--- src/rtl/uart_pkg.sv ---
`default_nettype none

package uart_pkg;

  // ====================
  // Serial timing
  // ====================
  // 50 MHz clock at 115200 baud
  localparam int clks_per_bit   = 434;
  localparam int half_bit       = clks_per_bit / 2;
  localparam int baud_cnt_width = $clog2(clks_per_bit);
  localparam int byte_width     = 8;
  localparam int bit_cnt_width  = $clog2(byte_width);
  localparam bit check_parity   = 1'b1;

  // ====================
  // Bus and registers
  // ====================
  localparam int cmd_width    = 16;
  localparam int wb_adr_width = 2;
  localparam int wb_dat_width = 16;

  // Status word bit positions
  localparam int st_tx_busy    = 0;
  localparam int st_rx_valid   = 1;
  localparam int st_parity_err = 2;
  localparam int st_frame_err  = 3;
  localparam int st_overrun    = 4;

  typedef enum logic [wb_adr_width-1:0] {
    reg_cmd    = 0,
    reg_status = 1,
    reg_rxdata = 2
  } reg_addr_e;

  typedef enum logic [2:0] {
    tx_idle, tx_start, tx_data, tx_parity, tx_stop
  } tx_state_e;

  typedef enum logic [2:0] {
    rx_idle, rx_start, rx_data, rx_parity, rx_stop
  } rx_state_e;

endpackage

`default_nettype wire

--- src/rtl/uart_rx_if.sv ---
`timescale 1ns/1ps
`default_nettype none

interface uart_rx_if import uart_pkg::*; ();

  logic [byte_width-1:0] data;
  logic                  parity_err;
  logic                  frame_err;
  // One cycle per received frame
  logic                  done;

  modport source (
    output data, parity_err, frame_err, done
  );

  modport sink (
    input data, parity_err, frame_err, done
  );

endinterface

`default_nettype wire

--- src/rtl/uart_cmd_bridge.sv ---
`timescale 1ns/1ps
`default_nettype none

module uart_cmd_bridge
  import uart_pkg::*;
(
  input  logic                    clk,
  input  logic                    rst_n,
  // Wishbone classic slave
  input  logic                    wb_cyc,
  input  logic                    wb_stb,
  input  logic                    wb_we,
  input  logic [wb_adr_width-1:0] wb_adr,
  input  logic [wb_dat_width-1:0] wb_dat_i,
  output logic [wb_dat_width-1:0] wb_dat_o,
  output logic                    wb_ack,
  // Serial lines
  output logic                    tx,
  input  logic                    rx
);

  logic [cmd_width-1:0] cmd_data;
  logic                 cmd_valid;
  logic                 cmd_ready;
  logic                 tx_busy;

  uart_rx_if rx_link ();

  uart_wb_regs u_regs (
    .clk       (clk),
    .rst_n     (rst_n),
    .wb_cyc    (wb_cyc),
    .wb_stb    (wb_stb),
    .wb_we     (wb_we),
    .wb_adr    (wb_adr),
    .wb_dat_i  (wb_dat_i),
    .wb_dat_o  (wb_dat_o),
    .wb_ack    (wb_ack),
    .cmd_data  (cmd_data),
    .cmd_valid (cmd_valid),
    .cmd_ready (cmd_ready),
    .busy      (tx_busy),
    .rx_if     (rx_link.sink)
  );

  uart_tx u_tx (
    .clk       (clk),
    .rst_n     (rst_n),
    .cmd_data  (cmd_data),
    .cmd_valid (cmd_valid),
    .cmd_ready (cmd_ready),
    .busy      (tx_busy),
    .tx        (tx)
  );

  // rx is synchronized inside the receiver
  uart_rx u_rx (
    .clk   (clk),
    .rst_n (rst_n),
    .rx    (rx),
    .rx_if (rx_link.source)
  );

endmodule

`default_nettype wire

--- src/rtl/uart_rx.sv ---
`timescale 1ns/1ps
`default_nettype none

module uart_rx
  import uart_pkg::*;
(
  input  logic     clk,
  input  logic     rst_n,
  input  logic     rx,
  uart_rx_if.source rx_if
);

  rx_state_e                 state;
  logic                      rx_meta;
  logic                      rx_sync;
  logic                      rx_prev;
  logic                      fall;
  logic [baud_cnt_width-1:0] baud_cnt;
  logic [bit_cnt_width-1:0]  bit_cnt;
  logic                      half_done;
  logic                      full_done;
  logic [byte_width-1:0]     shift_q;
  logic                      parity_q;

  // ====================
  // Input synchronizer
  // ====================
  always_ff @(posedge clk or negedge rst_n) begin
    if (!rst_n) begin
      rx_meta <= 1'b1;
      rx_sync <= 1'b1;
      rx_prev <= 1'b1;
    end else begin
      rx_meta <= rx;
      rx_sync <= rx_meta;
      rx_prev <= rx_sync;
    end
  end

  assign fall      = rx_prev && !rx_sync;
  assign half_done = (baud_cnt == baud_cnt_width'(half_bit - 1));
  assign full_done = (baud_cnt == baud_cnt_width'(clks_per_bit - 1));

  // Restarts at the start edge, at mid start bit and at every sample
  always_ff @(posedge clk or negedge rst_n) begin
    if (!rst_n) begin
      baud_cnt <= '0;
    end else if (state == rx_idle || full_done || (state == rx_start && half_done)) begin
      baud_cnt <= '0;
    end else begin
      baud_cnt <= baud_cnt + 1'b1;
    end
  end

  // ====================
  // Deframing FSM
  // ====================
  always_ff @(posedge clk or negedge rst_n) begin
    if (!rst_n) begin
      state            <= rx_idle;
      bit_cnt          <= '0;
      rx_if.done       <= 1'b0;
      rx_if.parity_err <= 1'b0;
      rx_if.frame_err  <= 1'b0;
    end else begin
      rx_if.done <= 1'b0;
      case (state)
        rx_idle: begin
          if (fall) begin
            state <= rx_start;
          end
        end
        rx_start: begin
          if (half_done) begin
            // Line back high means a glitch
            state   <= rx_sync ? rx_idle : rx_data;
            bit_cnt <= '0;
          end
        end
        rx_data: begin
          if (full_done) begin
            if (bit_cnt == bit_cnt_width'(byte_width - 1)) begin
              state <= rx_parity;
            end else begin
              bit_cnt <= bit_cnt + 1'b1;
            end
          end
        end
        rx_parity: begin
          if (full_done) begin
            state <= rx_stop;
          end
        end
        rx_stop: begin
          if (full_done) begin
            state            <= rx_idle;
            rx_if.done       <= 1'b1;
            rx_if.parity_err <= check_parity && !(^{shift_q, parity_q});
            rx_if.frame_err  <= !rx_sync;
          end
        end
        default: state <= rx_idle;
      endcase
    end
  end

  // Data bits arrive LSB first
  always_ff @(posedge clk) begin
    if (state == rx_data && full_done) begin
      shift_q <= {rx_sync, shift_q[byte_width-1:1]};
    end
    if (state == rx_parity && full_done) begin
      parity_q <= rx_sync;
    end
    if (state == rx_stop && full_done) begin
      rx_if.data <= shift_q;
    end
  end

endmodule

`default_nettype wire

--- src/rtl/uart_tx.sv ---
`timescale 1ns/1ps
`default_nettype none

module uart_tx
  import uart_pkg::*;
(
  input  logic                 clk,
  input  logic                 rst_n,
  input  logic [cmd_width-1:0] cmd_data,
  input  logic                 cmd_valid,
  output logic                 cmd_ready,
  output logic                 busy,
  output logic                 tx
);

  tx_state_e                  state;
  logic [cmd_width-1:0]       cmd_q;
  logic                       hi_sel;
  logic [baud_cnt_width-1:0]  baud_cnt;
  logic [bit_cnt_width-1:0]   bit_cnt;
  logic                       baud_done;
  logic [byte_width-1:0]      cur_byte;
  logic                       parity_bit;

  assign cmd_ready = (state == tx_idle);
  assign busy      = (state != tx_idle);

  // High byte goes out first
  assign cur_byte   = hi_sel ? cmd_q[cmd_width-1 -: byte_width] : cmd_q[byte_width-1:0];
  assign parity_bit = ~^cur_byte;

  assign baud_done = (baud_cnt == baud_cnt_width'(clks_per_bit - 1));

  // ====================
  // Baud counter
  // ====================
  always_ff @(posedge clk or negedge rst_n) begin
    if (!rst_n) begin
      baud_cnt <= '0;
    end else if (state == tx_idle || baud_done) begin
      baud_cnt <= '0;
    end else begin
      baud_cnt <= baud_cnt + 1'b1;
    end
  end

  // Command latch
  always_ff @(posedge clk) begin
    if (cmd_valid && cmd_ready) begin
      cmd_q <= cmd_data;
    end
  end

  // ====================
  // Frame FSM
  // ====================
  always_ff @(posedge clk or negedge rst_n) begin
    if (!rst_n) begin
      state   <= tx_idle;
      hi_sel  <= 1'b0;
      bit_cnt <= '0;
      tx      <= 1'b1;
    end else begin
      case (state)
        tx_idle: begin
          tx <= 1'b1;
          if (cmd_valid) begin
            state  <= tx_start;
            hi_sel <= 1'b1;
            tx     <= 1'b0;
          end
        end
        tx_start: begin
          if (baud_done) begin
            state   <= tx_data;
            bit_cnt <= '0;
            tx      <= cur_byte[0];
          end
        end
        tx_data: begin
          if (baud_done) begin
            if (bit_cnt == bit_cnt_width'(byte_width - 1)) begin
              state <= tx_parity;
              tx    <= parity_bit;
            end else begin
              bit_cnt <= bit_cnt + 1'b1;
              tx      <= cur_byte[bit_cnt + 1'b1];
            end
          end
        end
        tx_parity: begin
          if (baud_done) begin
            state <= tx_stop;
            tx    <= 1'b1;
          end
        end
        tx_stop: begin
          if (baud_done) begin
            // Low frame follows with no gap
            if (hi_sel) begin
              hi_sel <= 1'b0;
              state  <= tx_start;
              tx     <= 1'b0;
            end else begin
              state <= tx_idle;
            end
          end
        end
        default: begin
          state <= tx_idle;
          tx    <= 1'b1;
        end
      endcase
    end
  end

endmodule

`default_nettype wire

--- src/rtl/uart_wb_regs.sv ---
`timescale 1ns/1ps
`default_nettype none

module uart_wb_regs
  import uart_pkg::*;
(
  input  logic                    clk,
  input  logic                    rst_n,
  input  logic                    wb_cyc,
  input  logic                    wb_stb,
  input  logic                    wb_we,
  input  logic [wb_adr_width-1:0] wb_adr,
  input  logic [wb_dat_width-1:0] wb_dat_i,
  output logic [wb_dat_width-1:0] wb_dat_o,
  output logic                    wb_ack,
  output logic [cmd_width-1:0]    cmd_data,
  output logic                    cmd_valid,
  input  logic                    cmd_ready,
  input  logic                    busy,
  uart_rx_if.sink                 rx_if
);

  reg_addr_e               addr;
  logic                    wb_req;
  logic                    cmd_wr;
  logic                    cmd_fire;
  logic                    plain_acc;
  logic                    status_wr;
  logic                    rxdata_rd;
  logic [byte_width-1:0]   rx_byte;
  logic                    rx_valid;
  logic                    parity_err;
  logic                    frame_err;
  logic                    overrun;
  logic [wb_dat_width-1:0] status;

  assign addr   = reg_addr_e'(wb_adr);
  // Low while ack is out so one access gives one ack
  assign wb_req = wb_cyc && wb_stb && !wb_ack;

  assign cmd_wr    = wb_req && wb_we && (addr == reg_cmd);
  assign cmd_fire  = cmd_valid && cmd_ready;
  assign plain_acc = wb_req && !(wb_we && addr == reg_cmd);
  assign status_wr = plain_acc && wb_we && (addr == reg_status);
  assign rxdata_rd = plain_acc && !wb_we && (addr == reg_rxdata);

  always_comb begin
    status                = '0;
    status[st_tx_busy]    = busy;
    status[st_rx_valid]   = rx_valid;
    status[st_parity_err] = parity_err;
    status[st_frame_err]  = frame_err;
    status[st_overrun]    = overrun;
  end

  // ====================
  // Bus handshake
  // ====================
  always_ff @(posedge clk or negedge rst_n) begin
    if (!rst_n) begin
      cmd_valid <= 1'b0;
      wb_ack    <= 1'b0;
      wb_dat_o  <= '0;
    end else begin
      // Command ack waits for the transmitter
      wb_ack <= cmd_fire || plain_acc;
      if (cmd_fire) begin
        cmd_valid <= 1'b0;
      end else if (cmd_wr) begin
        cmd_valid <= 1'b1;
      end
      if (plain_acc && !wb_we) begin
        case (addr)
          reg_status: wb_dat_o <= status;
          reg_rxdata: wb_dat_o <= {{(wb_dat_width - byte_width){1'b0}}, rx_byte};
          default:    wb_dat_o <= '0;
        endcase
      end
    end
  end

  always_ff @(posedge clk) begin
    if (cmd_wr && !cmd_valid) begin
      cmd_data <= wb_dat_i[cmd_width-1:0];
    end
    if (rx_if.done) begin
      rx_byte <= rx_if.data;
    end
  end

  // ====================
  // Receive flags
  // ====================
  always_ff @(posedge clk or negedge rst_n) begin
    if (!rst_n) begin
      rx_valid   <= 1'b0;
      parity_err <= 1'b0;
      frame_err  <= 1'b0;
      overrun    <= 1'b0;
    end else begin
      if (rx_if.done) begin
        rx_valid <= 1'b1;
      end else if (rxdata_rd) begin
        rx_valid <= 1'b0;
      end
      // Write 1 to clear, new events win
      if (status_wr && wb_dat_i[st_parity_err]) parity_err <= 1'b0;
      if (status_wr && wb_dat_i[st_frame_err]) frame_err <= 1'b0;
      if (status_wr && wb_dat_i[st_overrun]) overrun <= 1'b0;
      if (rx_if.done && rx_if.parity_err) parity_err <= 1'b1;
      if (rx_if.done && rx_if.frame_err) frame_err <= 1'b1;
      if (rx_if.done && rx_valid && !rxdata_rd) overrun <= 1'b1;
    end
  end

endmodule

`default_nettype wire

--- config.mk ---
export PLATFORM = sky130hd
export DESIGN_NAME = uart_cmd_bridge
export DESIGN_NICKNAME = d
export VERILOG_FILES = /design/src/rtl/uart_pkg.sv /design/src/rtl/uart_rx_if.sv /design/src/rtl/uart_cmd_bridge.sv /design/src/rtl/uart_rx.sv /design/src/rtl/uart_tx.sv /design/src/rtl/uart_wb_regs.sv
export SDC_FILE = /design/constraint.sdc
export NUM_CORES = 1
export LEC_CHECK = 0
export ABC_CLOCK_PERIOD_IN_PS = 5400
export BUFFER_PORTS_ARGS = -buffer_cell sky130_fd_sc_hd__buf_2
export CAP_MARGIN = 20
export CORE_ASPECT_RATIO = 1.75
export CORE_UTILIZATION = 55
export DETAILED_ROUTE_END_ITERATION = 10
export GPL_TIMING_DRIVEN = 0
export PLACE_DENSITY = 0.74
export SLEW_MARGIN = 20
export SYNTH_ARGS = -nofsm -noshare
export SYNTH_HDL_FRONTEND = slang
export SYNTH_SLANG_ARGS = --single-unit
--- constraint.sdc ---
create_clock -name clk -period 5.4 [get_ports clk]
set_clock_uncertainty 0.2 [all_clocks]
set_input_delay 0.81 -clock clk [delete_from_list [all_inputs] [get_ports clk]]
set_output_delay 0.81 -clock clk [all_outputs]
set_load 0.02 [all_outputs]
# Word-level counts from Yosys, hierarchy flattened
# Index checks and enable logic that the tools add are counted.
word_totals:
  regBits: 117
  latch_bits: 0
  ramBits: 0
  romBits: 0
  n_memories: 0
op_classes:
  addsub: 4
  mul: 0
  div: 0
  n_lt_le_gt_ge: 1
  eq_ne: 30
  shift: 0
  mux: 53
  n_bitwise: 0
  n_reduce_logical: 56
ops:
  columns: ["op", "count"]
  rows:
  - ["3-bit two-way mux", 18]
  - ["3-bit case mux with 5 select lines", 2]
  - ["1-bit logical AND", 24]
  - ["2-bit by 1-bit != test with 1-bit output, second input constant", 12]
  - ["1-bit two-way mux", 23]
  - ["9-bit by 1-bit adder with 9-bit output, second input constant", 2]
  - ["9-bit == test, second input constant", 2]
  - ["9-bit two-way mux", 2]
  - ["8-bit case mux with 2 select lines", 1]
  - ["2-bit nonzero test", 8]
  - ["3-bit by 2-bit == test with 1-bit output, second input constant", 4]
  - ["3-bit == test, second input constant", 4]
  - ["3-bit case mux with 2 select lines", 2]
  - ["6-bit AND reduction", 2]
  - ["9-bit by 8-bit == test with 1-bit output, second input constant", 1]
  - ["9-bit XOR reduction", 1]
  - ["8-bit two-way mux", 1]
  - ["4-bit AND reduction", 2]
  - ["8-bit XNOR reduction", 1]
  - ["1-bit zero test", 7]
  - ["3-bit by 1-bit adder with 3-bit output, second input constant", 2]
  - ["3-bit by 1-bit == test with 1-bit output, second input constant", 2]
  - ["3-bit zero test", 2]
  - ["2-bit != test, second input constant", 3]
  - ["13 further kinds", 16]

# Logic depth before layout (Yosys ltp)
depth:
  ltp_word: 9
  depth_mapped: 8
  ltp_nobuf: 8

# Hierarchy
# A second synthesis with hierarchy kept.
unflattened:
  cells_unflattened: 357
  hier_area_um2: 4820.9
modules_own_cells:
  columns: ["module", "instances", "cells_each", "area_each_um2"]
  rows:
  - ["uart_tx", 1, 134, 1686.6]
  - ["uart_rx", 1, 126, 1679.1]
  - ["uart_wb_regs", 1, 97, 1455.1]

# Worst setup path after synthesis
# Ideal clock, no wire load.
synth_path:
  path_type: "input port to flip-flop"
  start: "input port wb_adr[0]"
  end: "register u_regs.cmd_data[0], enable pin"
  setup_ps: 412
  arrival_time_ps: 2281
  t_required_ps: 4788
  slack_ps: 2507
  stages: 4
  path_buffers: 0
  path_cell_list: "inv_1 ha_1 nand2_1 nor3_1"
synth_between:
  elab_chain_cells: 3
synth_rtl:
  columns: ["element", "line", "source"]
  rows:
  - ["start, declared", "uart_cmd_bridge.sv:13", "input logic [wb_adr_width-1:0] wb_adr,"]
  - ["2-bit zero test", "uart_wb_regs.sv:41", "assign cmd_wr = wb_req && wb_we && (addr == reg_cmd);"]
  - ["1-bit logical AND", "uart_wb_regs.sv:41", null]
  - ["1-bit logical AND", "uart_wb_regs.sv:83", "if (cmd_wr && !cmd_valid) begin"]
  - ["end signal, assigned", "uart_wb_regs.sv:84", "cmd_data <= wb_dat_i[cmd_width-1:0];"]
  - ["end, declared", "uart_wb_regs.sv:16", "output logic [cmd_width-1:0] cmd_data,"]
# No other way between the ends.
# A chain may end at the register's enable or synchronous reset.

# Final worst setup path
layout_path:
  start: "register u_rx.baud_cnt[1]"
  end: "register u_rx.rx_if.frame_err"
layout_between:
  elab_chain_cells: 2
layout_rtl:
  columns: ["element", "line", "source"]
  rows:
  - ["start, declared", "uart_rx.sv:18", "logic [baud_cnt_width-1:0] baud_cnt;"]
  - ["start signal, assigned", "uart_rx.sv:51", "baud_cnt <= baud_cnt + 1'b1;"]
  - ["9-bit == test", "uart_rx.sv:42", "assign full_done = (baud_cnt == baud_cnt_width'(clks_per_bit - 1));"]
  - ["2-bit AND reduction (no line)", null, null]
  - ["end signal, assigned", "uart_rx.sv:99", "rx_if.frame_err <= !rx_sync;"]
  - ["end, declared", "uart_rx_if.sv:13", "output data, parity_err, frame_err, done"]
# No other way between the ends.

==> impl_metrics.csv <==
group,metric,value,unit
cts,cts_tree,"built",
global_routing,gr-total-overflow,0,
critical_path,critPathKind,"flip-flop to flip-flop",
critical_path,cp_top_family,"simple AND/OR/NAND/NOR gates",
power,seqPwrFrac,0.536,
synthesis,muxShareOfSynthArea,0.03832,
floorplan,fp.dieH,124.7,um
power,power.switching,0.5041,mW
floorplan,start_util,0.5695,
final_layout,drive_gt1_frac,0.1953,
power,power_frac_comb,0.147,
routing,drt_pass1_iterations,6,
critical_path,cp_max_fo,12,
placed_design,placed_area,5087,um2
global_routing,antenna_found_initial,1,
placed_design,portBuffers,33,
timing,fin_crit_sh,0.4753,
synthesis,synth_xor_area_frac,0.06105,
final_layout,register_area,3018,um2
final_layout,syn_to_final_growth,13.29,%
timing,slew_viol_final,0,
cts,cts_sinks,109,
critical_path,end_kind,"flip-flop",
cts,cts.path.max_buffers,2,
global_routing,grt_pass1_wl,13470,um
synthesis,synth_simple_gate_area_share,0.1329,
global_routing,grt_usage,0.1981,
cts,cts_setup_buffers,0,
critical_path,cp.depth,6,
power,p_leak,2.268,nW
routing,wirelength,7655,um
power,p_int,1.363,mW
power,cellPowerDensity,348.1,nW/um2
placed_design,gp_congestion,0.8208,
final_layout,multiInputGateArea,1615,um2
timing,relSlewSlack,0.4539,
routing,vias,2871,
timing,rsz0062_at_grt,"no",
timing,hold_viol_final,0,
cts,post_cts_resized,0,
synthesis,netlist_area,4735,um2
timing,period_minus_slack,2.567,ns
placed_design,dpl.hpwl,5588,um
hold_path,worstHoldPathCells,0,
cts,cts_buffers,9,
routing,routedWlPerCell,14.02,um
floorplan,dieArea,8998,um2
synthesis,post_synth_num_cell_types,52,
global_routing,use_met2,0.3304,
placed_design,placed_cells,529,
synthesis,synth_top_family_by_area,"simple AND/OR/NAND/NOR gates",
flow_run,cap_violations,0,
critical_path,worstRegToRegCells,6,
floorplan,core_area,8313,um2
power,p_clk_frac,0.318,
synthesis,synth_edf_count,57,
synthesis,avgSynthCellArea,12.69,um2
final_layout,fillers,633,
critical_path,critPathSlowestCell,"nor3_2",
floorplan,die_w,72.14,um
timing,final-setup-viol-count,0,
synthesis,synth_compound_area_frac,0.06818,
global_routing,busiest_layer,"met2",
synthesis,syn_inst,373,
routing,drc_errors,0,
routing,drtIter0Drc,102,
synthesis,synth_adder_area_share,0.03171,
timing,tightest_slew,0.8182,ns
floorplan,rows,44,
cts,cts-root-buf,"clkbuf_16",
final_layout,fin_nets,461,
power,vdd_ir_drop_max,0.0002198,V
cts,clk_latency,0.35,ns
critical_path,cp.arrival,2.60,ns
critical_path,slowest_delay,0.71,ns
critical_path,startpoint_type,"flip-flop",
synthesis,yosys_most_used_dff,"edfxtp_1",
critical_path,cp_cell_sequence,"inv_1 > ha_1 > and4bb_2 > nand4_2 > nor3_2 > mux2_2",
synthesis,async_reset_ff_frac,0.4771,
cts,h-tree-depth,3,
run_status,status,"complete, no violations",
hold_path,hold_path_class,"flip-flop to flip-flop",
global_routing,met3_usage,0.05340,
final_layout,fin_cells,546,
timing,hold_slack,0.1569,ns
synthesis,yosys_register_bits,109,
floorplan,io-pin-count,42,
global_routing,grt_pass1_vias,2961,
timing,max_freq,0.3896,GHz
global_routing,met1_usage,0.2251,
synthesis,seq_area_frac_synth,0.6374,
power,swShare,0.2700,
global_routing,grt_max_degree,53,
routing,ant_nets,0,
critical_path,worstPathRequired,5.43,ns
cts,cts_hold_buf,0,
cts,clk_pin_slew,0.06,ns
synthesis,ys_warn_count,0,
routing,viasPerCell,5.258,
timing,final.setup.tns,0,ns
final_layout,fin_area,5364,um2
critical_path,critPathBufInv,1,
-- synth_stat cells (3+ instances only) --
| cell | n | area share |
|---|---|---|
| inv_1 | 10 | 0.0079 |
| xnor2_1 | 18 | 0.033 |
| edfxtp_1 | 57 | 0.36 |
| nand3_1 | 13 | 0.014 |
| o22ai_1 | 3 | 0.0040 |
| a22oi_1 | 3 | 0.0048 |
| mux2i_1 | 8 | 0.017 |
| clkbuf_1 | 8 | 0.0063 |
| nand2_1 | 43 | 0.034 |
| o21ai_0 | 8 | 0.0085 |
| nand2b_1 | 6 | 0.0079 |
| dfstp_2 | 4 | 0.022 |
| nor2b_1 | 3 | 0.0040 |
| or2_2 | 3 | 0.0040 |
| a22o_1 | 9 | 0.017 |
| mux2_2 | 5 | 0.012 |
| dfrtp_1 | 48 | 0.25 |
| xor2_1 | 15 | 0.028 |
| nor2_1 | 39 | 0.031 |
| nor3_1 | 5 | 0.0053 |
| buf_4 | 9 | 0.014 |
| ha_1 | 12 | 0.032 |
| a21oi_1 | 8 | 0.0085 |
-- stage by stage --
stage / util / setup WS [ns] / power (mW)
final: 0.6452 / 2.833 / 1.867
after global placement: 0.6099 / 1.926 / 1.272
after detailed placement: 0.6120 / 2.779 / 1.287
after CTS: 0.6443 / 2.767 / 1.889
after global routing: 0.6449 / 2.668 / 1.968
after floorplan: - / 2.507 / 1.205
-- state kept, by name, summed over array words and instances, names as in the netlist, 3 cells and up --
name and cells:
u_tx.state 3, u_rx.shift_q 8, u_regs.wb_dat_o 8, u_rx.baud_cnt 9, u_tx.cmd_q 16, u_tx.bit_cnt 3
u_regs.rx_byte 8, u_rx.bit_cnt 3, u_regs.cmd_data 16, u_rx.rx_if.data 8, u_rx.state 3, u_tx.baud_cnt 9
-- logic make-up after synthesis --
family	after synthesis
flops	109
xor+xnor	33
mux	15
fa+ha+maj	12
other cells	1
compound gates	46
buf+inv	28
simple gates	129
-- path summary, 6_finish.rpt --
path	start	end	slack [ns]
max in group asynchronous	rst_n	u_rx.baud_cnt[0]$_DFF_PN0_	4.27
min	u_rx.rx_meta$_DFF_PN1_	u_rx.rx_sync$_DFF_PN1_	0.16
min reg2reg	u_rx.rx_meta$_DFF_PN1_	u_rx.rx_sync$_DFF_PN1_	0.16
max reg2reg	u_rx.baud_cnt[1]$_DFF_PN0_	u_rx.rx_if.frame_err$_DFFE_PN0P_	2.83
min in group asynchronous	rst_n	u_tx.bit_cnt[0]$_DFFE_PN0P_	0.28
max	u_rx.baud_cnt[1]$_DFF_PN0_	u_rx.rx_if.frame_err$_DFFE_PN0P_	2.83
-- final cells by class --
cell class / count / area share
clock inverter: 6 / 0.007464
inverter: 10 / 0.006998
sequential: 109 / 0.5626
antenna: 1 / 0.0004665
tap: 115 / 0.02683
buffer: 18 / 0.01913
clock buffer: 10 / 0.04269
timing repair buffer: 34 / 0.03266
multi-input combinational: 243 / 0.3011
-- power by group through the flow --
stage | registers [mW] | logic, mW | clock network, mW
floorplan | 1.01 | 0.192 | 0
global placement | 1.01 | 0.261 | 0
detailed placement | 1.02 | 0.272 | 0
CTS | 1.00 | 0.276 | 0.613
global route | 1.01 | 0.313 | 0.644
finish | 1.00 | 0.274 | 0.593
-- routing by layer --
metal	share of wire	vias up
li1	-	1405
met1	0.39	1409
met3	0.038	13
met2	0.54	44
met4	0.028	0
met5	0	-
-- cells in the final DEF, fill, tap and decap left out, types with 2 or more instances in the layout --
cell       instances
edfxtp_1          57
dfrtp_1           48
nand2_1           43
nor2_1            38
buf_2             32
xnor2_1           18
xor2_1            15
nand3_1           13
ha_1              12
buf_4             11
inv_1             10
clkbuf_1           9
a22o_1             9
clkbuf_16          9
o21ai_0            8
a21oi_1            8
mux2i_1            8
conb_1             8
nand2b_1           6
mux2_2             5
dfstp_2            4
nor2b_1            3
nor3_1             3
nor3_2             3
or2_2              3
o22ai_1            3
a22oi_1            3
clkinv_2           3
a211o_1            2
and3_1             2
or3_1              2
a31oi_1            2
o32a_1             2
mux4_2             2
a21o_1             2
clkinv_4           2
No activity file was read; power rests on OpenSTA's default activity.
